`config.mk`:
```
export PLATFORM = sky130hd
export DESIGN_NAME = bnres_group
export DESIGN_NICKNAME = d
export VERILOG_FILES = /design/src/bnres_pkg.sv /design/src/bnres_group.sv /design/src/line_max3.sv /design/src/batch_norm.sv /design/src/bn_coef_bank.sv
export VERILOG_INCLUDE_DIRS = /design/src
export SDC_FILE = /design/constraint.sdc
export NUM_CORES = 2
export LEC_CHECK = 0
export BUFFER_PORTS_ARGS = -buffer_cell sky130_fd_sc_hd__buf_2
export CORE_MARGIN = 4
export CORE_UTILIZATION = 45
export CTS_CLUSTER_DIAMETER = 150
export DETAILED_ROUTE_END_ITERATION = 7
export PLACE_DENSITY = 0.7
export SLEW_MARGIN = 15
export SYNTH_ARGS = -nofsm -noshare
export SYNTH_HDL_FRONTEND = slang
export SYNTH_HIERARCHICAL = 1
export SYNTH_SLANG_ARGS = --single-unit
```
`constraint.sdc`:
```
create_clock -name i_sclk -period 6.8 [get_ports i_sclk]
set_input_delay 1.02 -clock i_sclk [delete_from_list [all_inputs] [get_ports i_sclk]]
set_output_delay 1.02 -clock i_sclk [all_outputs]
set_load 0.01 [all_outputs]
```
`src/bnres_consts.svh`:
```
`ifndef BNRES_CONSTS_SVH
`define BNRES_CONSTS_SVH

// Feature sample width
`define BNRES_DATA_W 27

// Normalization scale and bias widths
`define BNRES_COEF_A_W 18
`define BNRES_COEF_B_W 34

// Fraction bits of the scale, removed after the multiply-add
`define BNRES_QUANT_W 16

// Scale of 1.0, loaded at reset together with a zero bias
`define BNRES_A_ONE (1 << `BNRES_QUANT_W)

`endif
```
`src/bnres_pkg.sv`:
```
`default_nettype none

`include "bnres_consts.svh"

package bnres_pkg;

// One feature value
typedef logic signed [`BNRES_DATA_W-1:0] sample_t;

// Scale, QUANT_W fraction bits
typedef logic signed [`BNRES_COEF_A_W-1:0] coef_a_t;

// Bias, already scaled up by QUANT_W
typedef logic signed [`BNRES_COEF_B_W-1:0] coef_b_t;

typedef struct packed
{
	coef_a_t a;
	coef_b_t b;
} coef_t;

// Target of a coefficient write
typedef enum logic
{
	BN_MAIN = 1'b0,
	BN_POOL = 1'b1
} coef_sel_t;

typedef struct packed
{
	logic    sof;
	logic    sol;
	sample_t data;
} stream_t;

endpackage

`default_nettype wire

```
`src/bnres_group.sv`:
```
`default_nettype none

module bnres_group
(
	input  wire                       i_sclk,
	input  wire                       i_arst_n,
	input  wire                       i_valid,
	input  wire bnres_pkg::stream_t   i_data,
	input  wire                       i_ready,
	input  wire                       i_param_vld,
	input  wire bnres_pkg::coef_sel_t i_param_sel,
	input  wire bnres_pkg::coef_t     i_param,
	output logic                      o_in_ready,
	output logic                      o_valid,
	output bnres_pkg::stream_t        o_data
);

bnres_pkg::coef_t   coef_main;
bnres_pkg::coef_t   coef_pool;
logic               lm_ready;
logic               lm_valid;
bnres_pkg::stream_t lm_data;
bnres_pkg::stream_t main_q;
logic               bn_ready;
logic               bn_valid;
bnres_pkg::stream_t bn_main_data;
bnres_pkg::stream_t bn_pool_data;
logic               out_ready;
bnres_pkg::stream_t out_q;

bn_coef_bank u_coef_bank
(
	.i_sclk      (i_sclk),
	.i_arst_n    (i_arst_n),
	.i_param_vld (i_param_vld),
	.i_param_sel (i_param_sel),
	.i_param     (i_param),
	.o_coef_main (coef_main),
	.o_coef_pool (coef_pool)
);

line_max3 u_line_max3
(
	.i_sclk   (i_sclk),
	.i_arst_n (i_arst_n),
	.i_valid  (i_valid),
	.i_data   (i_data),
	.i_ready  (bn_ready),
	.o_ready  (lm_ready),
	.o_valid  (lm_valid),
	.o_data   (lm_data)
);

assign o_in_ready = lm_ready;

// Main lane delay, shares its valid with line_max3
always_ff @(posedge i_sclk)
begin
	if (i_valid && lm_ready)
	begin
		main_q <= i_data;
	end
end

batch_norm u_bn_main
(
	.i_sclk   (i_sclk),
	.i_arst_n (i_arst_n),
	.i_valid  (lm_valid),
	.i_data   (main_q),
	.i_coef   (coef_main),
	.i_ready  (out_ready),
	.o_ready  (bn_ready),
	.o_valid  (bn_valid),
	.o_data   (bn_main_data)
);

// Runs in lockstep with the main instance
batch_norm u_bn_pool
(
	.i_sclk   (i_sclk),
	.i_arst_n (i_arst_n),
	.i_valid  (lm_valid),
	.i_data   (lm_data),
	.i_coef   (coef_pool),
	.i_ready  (out_ready),
	.o_ready  (),
	.o_valid  (),
	.o_data   (bn_pool_data)
);

assign out_ready = !o_valid || i_ready;

// Residual sum register
always_ff @(posedge i_sclk or negedge i_arst_n)
begin
	if (!i_arst_n)
	begin
		o_valid <= 1'b0;
	end
	else if (out_ready)
	begin
		o_valid <= bn_valid;
	end
end

always_ff @(posedge i_sclk)
begin
	if (bn_valid && out_ready)
	begin
		out_q.sof  <= bn_main_data.sof;
		out_q.sol  <= bn_main_data.sol;
		out_q.data <= bn_main_data.data + bn_pool_data.data;
	end
end

always_comb
begin
	o_data = out_q;
	if (!o_valid)
	begin
		o_data.data = '0;
	end
end

endmodule

`default_nettype wire

```
`src/line_max3.sv`:
```
`default_nettype none

module line_max3
(
	input  wire                     i_sclk,
	input  wire                     i_arst_n,
	input  wire                     i_valid,
	input  wire bnres_pkg::stream_t i_data,
	input  wire                     i_ready,
	output logic                    o_ready,
	output logic                    o_valid,
	output bnres_pkg::stream_t      o_data
);

logic               in_xfer;
logic [1:0]         hist_cnt;
logic [1:0]         cnt_eff;
bnres_pkg::sample_t hist_0;
bnres_pkg::sample_t hist_1;
bnres_pkg::sample_t max_val;

assign o_ready = !o_valid || i_ready;
assign in_xfer = i_valid && o_ready;

// History is empty for the first sample of a line
assign cnt_eff = i_data.sol ? 2'd0 : hist_cnt;

always_comb
begin
	max_val = i_data.data;
	if ((cnt_eff != 2'd0) && (hist_0 > max_val))
	begin
		max_val = hist_0;
	end
	if ((cnt_eff == 2'd2) && (hist_1 > max_val))
	begin
		max_val = hist_1;
	end
end

// Number of valid history entries, saturates at two
always_ff @(posedge i_sclk or negedge i_arst_n)
begin
	if (!i_arst_n)
	begin
		hist_cnt <= 2'd0;
	end
	else if (in_xfer)
	begin
		hist_cnt <= (cnt_eff == 2'd2) ? 2'd2 : cnt_eff + 2'd1;
	end
end

always_ff @(posedge i_sclk)
begin
	if (in_xfer)
	begin
		hist_0 <= i_data.data;
		hist_1 <= hist_0;
	end
end

always_ff @(posedge i_sclk or negedge i_arst_n)
begin
	if (!i_arst_n)
	begin
		o_valid <= 1'b0;
	end
	else if (o_ready)
	begin
		o_valid <= i_valid;
	end
end

always_ff @(posedge i_sclk)
begin
	if (in_xfer)
	begin
		o_data.sof  <= i_data.sof;
		o_data.sol  <= i_data.sol;
		o_data.data <= max_val;
	end
end

endmodule

`default_nettype wire

```
`src/batch_norm.sv`:
```
`default_nettype none

`include "bnres_consts.svh"

module batch_norm
(
	input  wire                     i_sclk,
	input  wire                     i_arst_n,
	input  wire                     i_valid,
	input  wire bnres_pkg::stream_t i_data,
	input  wire bnres_pkg::coef_t   i_coef,
	input  wire                     i_ready,
	output logic                    o_ready,
	output logic                    o_valid,
	output bnres_pkg::stream_t      o_data
);

localparam int PROD_W = `BNRES_DATA_W + `BNRES_COEF_A_W;
// One guard bit for the bias add
localparam int SUM_W  = PROD_W + 1;

logic                     s1_valid;
logic                     s1_sof;
logic                     s1_sol;
logic signed [PROD_W-1:0] s1_prod;
bnres_pkg::coef_b_t       s1_b;
logic                     s1_load;
logic                     s2_ready;
logic                     s2_load;
logic signed [SUM_W-1:0]  s2_sum;
logic signed [SUM_W-1:0]  s2_shift;

assign s2_ready = !o_valid || i_ready;
assign o_ready  = !s1_valid || s2_ready;

assign s1_load = i_valid && o_ready;
assign s2_load = s1_valid && s2_ready;

// Stage one, scale multiply
always_ff @(posedge i_sclk or negedge i_arst_n)
begin
	if (!i_arst_n)
	begin
		s1_valid <= 1'b0;
	end
	else if (o_ready)
	begin
		s1_valid <= i_valid;
	end
end

// Bias travels with its product so both come from the same pair
always_ff @(posedge i_sclk)
begin
	if (s1_load)
	begin
		s1_sof  <= i_data.sof;
		s1_sol  <= i_data.sol;
		s1_prod <= $signed(i_data.data) * $signed(i_coef.a);
		s1_b    <= i_coef.b;
	end
end

// Stage two, bias add and requantize
assign s2_sum   = s1_prod + s1_b;
assign s2_shift = s2_sum >>> `BNRES_QUANT_W;

always_ff @(posedge i_sclk or negedge i_arst_n)
begin
	if (!i_arst_n)
	begin
		o_valid <= 1'b0;
	end
	else if (s2_ready)
	begin
		o_valid <= s1_valid;
	end
end

always_ff @(posedge i_sclk)
begin
	if (s2_load)
	begin
		o_data.sof  <= s1_sof;
		o_data.sol  <= s1_sol;
		// Low bits only, upper bits wrap away
		o_data.data <= s2_shift[`BNRES_DATA_W-1:0];
	end
end

endmodule

`default_nettype wire

```
`src/bn_coef_bank.sv`:
```
`default_nettype none

`include "bnres_consts.svh"

module bn_coef_bank
(
	input  wire                       i_sclk,
	input  wire                       i_arst_n,
	input  wire                       i_param_vld,
	input  wire bnres_pkg::coef_sel_t i_param_sel,
	input  wire bnres_pkg::coef_t     i_param,
	output bnres_pkg::coef_t          o_coef_main,
	output bnres_pkg::coef_t          o_coef_pool
);

// Identity pair, a = 1.0 and b = 0
localparam bnres_pkg::coef_t COEF_RST = '{
	a: bnres_pkg::coef_a_t'(`BNRES_A_ONE),
	b: '0
};

logic wr_main;
logic wr_pool;

assign wr_main = i_param_vld && (i_param_sel == bnres_pkg::BN_MAIN);
assign wr_pool = i_param_vld && (i_param_sel == bnres_pkg::BN_POOL);

always_ff @(posedge i_sclk or negedge i_arst_n)
begin
	if (!i_arst_n)
	begin
		o_coef_main <= COEF_RST;
	end
	else if (wr_main)
	begin
		o_coef_main <= i_param;
	end
end

always_ff @(posedge i_sclk or negedge i_arst_n)
begin
	if (!i_arst_n)
	begin
		o_coef_pool <= COEF_RST;
	end
	else if (wr_pool)
	begin
		o_coef_pool <= i_param;
	end
end

endmodule

`default_nettype wire

```
==> impl_results.md <==
- Final #Nets: 6943
- Largest net degree at the start of global routing: 72
- R2R setup slack: 0.28 ns
- Crit start category: flop
- Hold slack: 0.382 ns
- CTS max path bufs: 3
- CP required: 7.15 ns
- Worst path arrival time: 6.87 ns
- Initial antenna violation count: 4
- Final WL: 135000 um
- TritonRoute pass-1 iters: 6
- Vias: 37600
- Routed vias/inst: 5.21
- Dpl hpwl: 110000 um
- Clock transition at path regs: 0.07 ns
- Layout cells sized above 1: 10.2%
- Area growth, synth to finish: 9.75%
- Port bufs: 117
- Global-route usage over all layers: 21.8%
- Rel. slew slack: 33.1%
- Die width: 358 um
- Initial core utilization: 45.3%
- Crit Reg-Reg Endpoint: u_bn_main/s1_prod[42]
- Fin. Hold Viols: 0
- Final worst setup slack: 0.277 ns
- Skew-Pair Late Insertion Delay: 0.66 ns
- Worst setup path endpoint: u_bn_main/s1_prod[42]
- Skew final: 0.0358 ns
- Post-Syn Nets: 6780
- Critical Path Fanout Max: 16
- Slew Limit Fails: 0
- Placement Setup Slack: -0.0423 ns
- First-pass GRT wire length: 219000 um
- Status: completed
- DIE HEIGHT: 358 um
- # rows: 128
- Finish-stage setup viols: 0
- DR iter-0 viols: 2669
- CTS Sinks: 463
- Syn Std Cell Area: 0.0552 mm2
- Worst Max-Slew Pin Slew: 1.00 ns
- Ys Warns: 6
- Hold Crit Class: primary input to async pin
- Syn Area/Cell: 10.2 um2
- Most common cell after layout, fill and taps aside: inv_1
- TritonCTS buffer count: 50
- # H-tree levels: 2
- Core area: 0.122 mm2
- Crit. End Element: flop
- ANT nets after route: 0
- Max Cap Viol: 0
- Routed length per instance: 18.7 um
- RSZ-0062 raised after global routing: yes
- Tmin final: 6.52 ns
- Total overflow reported by the global router: 0
- Highest Clock Rate: 153 MHz
- Clock root cell: clkbuf_16
- Most frequent cells in the layout: inv_1, fa_1, nand2_1
- R2R depth: 23
- DRC viols: 0
- Post-Syn Instances: 5393
- Die Area: 0.128 mm2
- Routability-driven placement congestion ratio: 0.896
- Final worst path period share: 95.9%
- TNS Setup: 0 ns
- FF-to-FF Start: u_coef_bank/o_coef_main[37]
- Crit Path Category: flop to flop
- Vias in the first global route: 40300
- CTS tree: yes
- # IOs: 118
- Worst Setup SP: u_coef_bank/o_coef_main[37]
- Post-CTS Hold Buffers: 0
==> worst min path at each step <==
stage,start,to,depth (start not counted)
4_1_cts,i_arst_n,u_coef_bank/o_coef_pool[42],1
5_1_grt,i_arst_n,u_coef_bank/o_coef_pool[42],1
6_report,i_arst_n,u_coef_bank/o_coef_pool[42],1
3_3_place_gp,main_q[28],u_bn_main/s1_sof,0
3_5_place_dp,main_q[28],u_bn_main/s1_sof,0
2_1_floorplan,u_bn_main/o_data[27],o_data[27],0
==> area by class of cell <==
class | count | area [um2]
tap | 1625 | 2030
timing repair buffer | 321 | 2480
sequential | 463 | 13400
antenna | 2 | 5.00
multi-input combinational | 3530 | 36600
clock buffer | 64 | 1370
fill | 10900 | 61200
inverter | 1190 | 4470
clock inverter | 30 | 265
==> flip-flops by register name, indices dropped and copies added, names as in the netlist, 2 cells and up <==
signal	cells
main_q	29
u_bn_pool/o_data	27
u_coef_bank/o_coef_pool	52
u_line_max3/hist_1	27
u_bn_pool/s1_prod	43
u_line_max3/o_data	27
u_bn_main/s1_prod	43
u_bn_main/o_data	29
u_bn_pool/s1_b	34
u_bn_main/s1_b	34
out_q	27
u_line_max3/hist_cnt	2
u_line_max3/hist_0	27
u_coef_bank/o_coef_main	52
o_data	2
==> critical path: stages (launching register included) <==
cell      delay [ns]
dfrtp_4         0.59
buf_4           0.20
and2_1          0.17
fa_1            0.53
inv_1           0.05
fa_1            0.53
inv_1           0.05
ha_1            0.18
fa_1            0.47
inv_1           0.05
fa_1            0.48
fa_1            0.48
inv_1           0.04
ha_2            0.35
o21a_1          0.13
o21ai_1         0.08
or3_1           0.45
o211ai_2        0.26
a41o_1          0.28
a21oi_1         0.13
a31oi_2         0.22
nand4_1         0.15
a31o_1          0.21
xnor2_1         0.12
==> metal layers <==
metal	track usage [%]	share of wire, %	vias to the layer above
met5	0	0.0096	-
met4	7.75	3.9	2
met3	3.44	6.0	216
met2	36.4	48	1061
met1	28.9	42	19300
li1	-	-	17100
==> stage by stage <==
| stage | std cells | util [%] | area, um2 |
|---|---|---|---|
| 3_3_place_gp | 7085 | 47.9 | 58300 |
| 4_1_cts | 7179 | 49.2 | 59900 |
| 3_5_place_dp | 7085 | 47.9 | 58300 |
| 2_1_floorplan | 5393 | - | 55200 |
| 5_1_grt | 7223 | 49.7 | 60500 |
| 6_report | 7225 | 49.7 | 60500 |
==> repair_timing <==
item                       CTS  global route
setup endpoints to repair    1            26
hold endpoints to repair     0             0
resized for setup            3            38
pin swaps                    0             3
gates cloned                 0             0
setup buffers                0            44
Power is left out: the tool's default activity adds up to more than one toggle a clock period on the data nets, which glitch-free logic cannot reach.
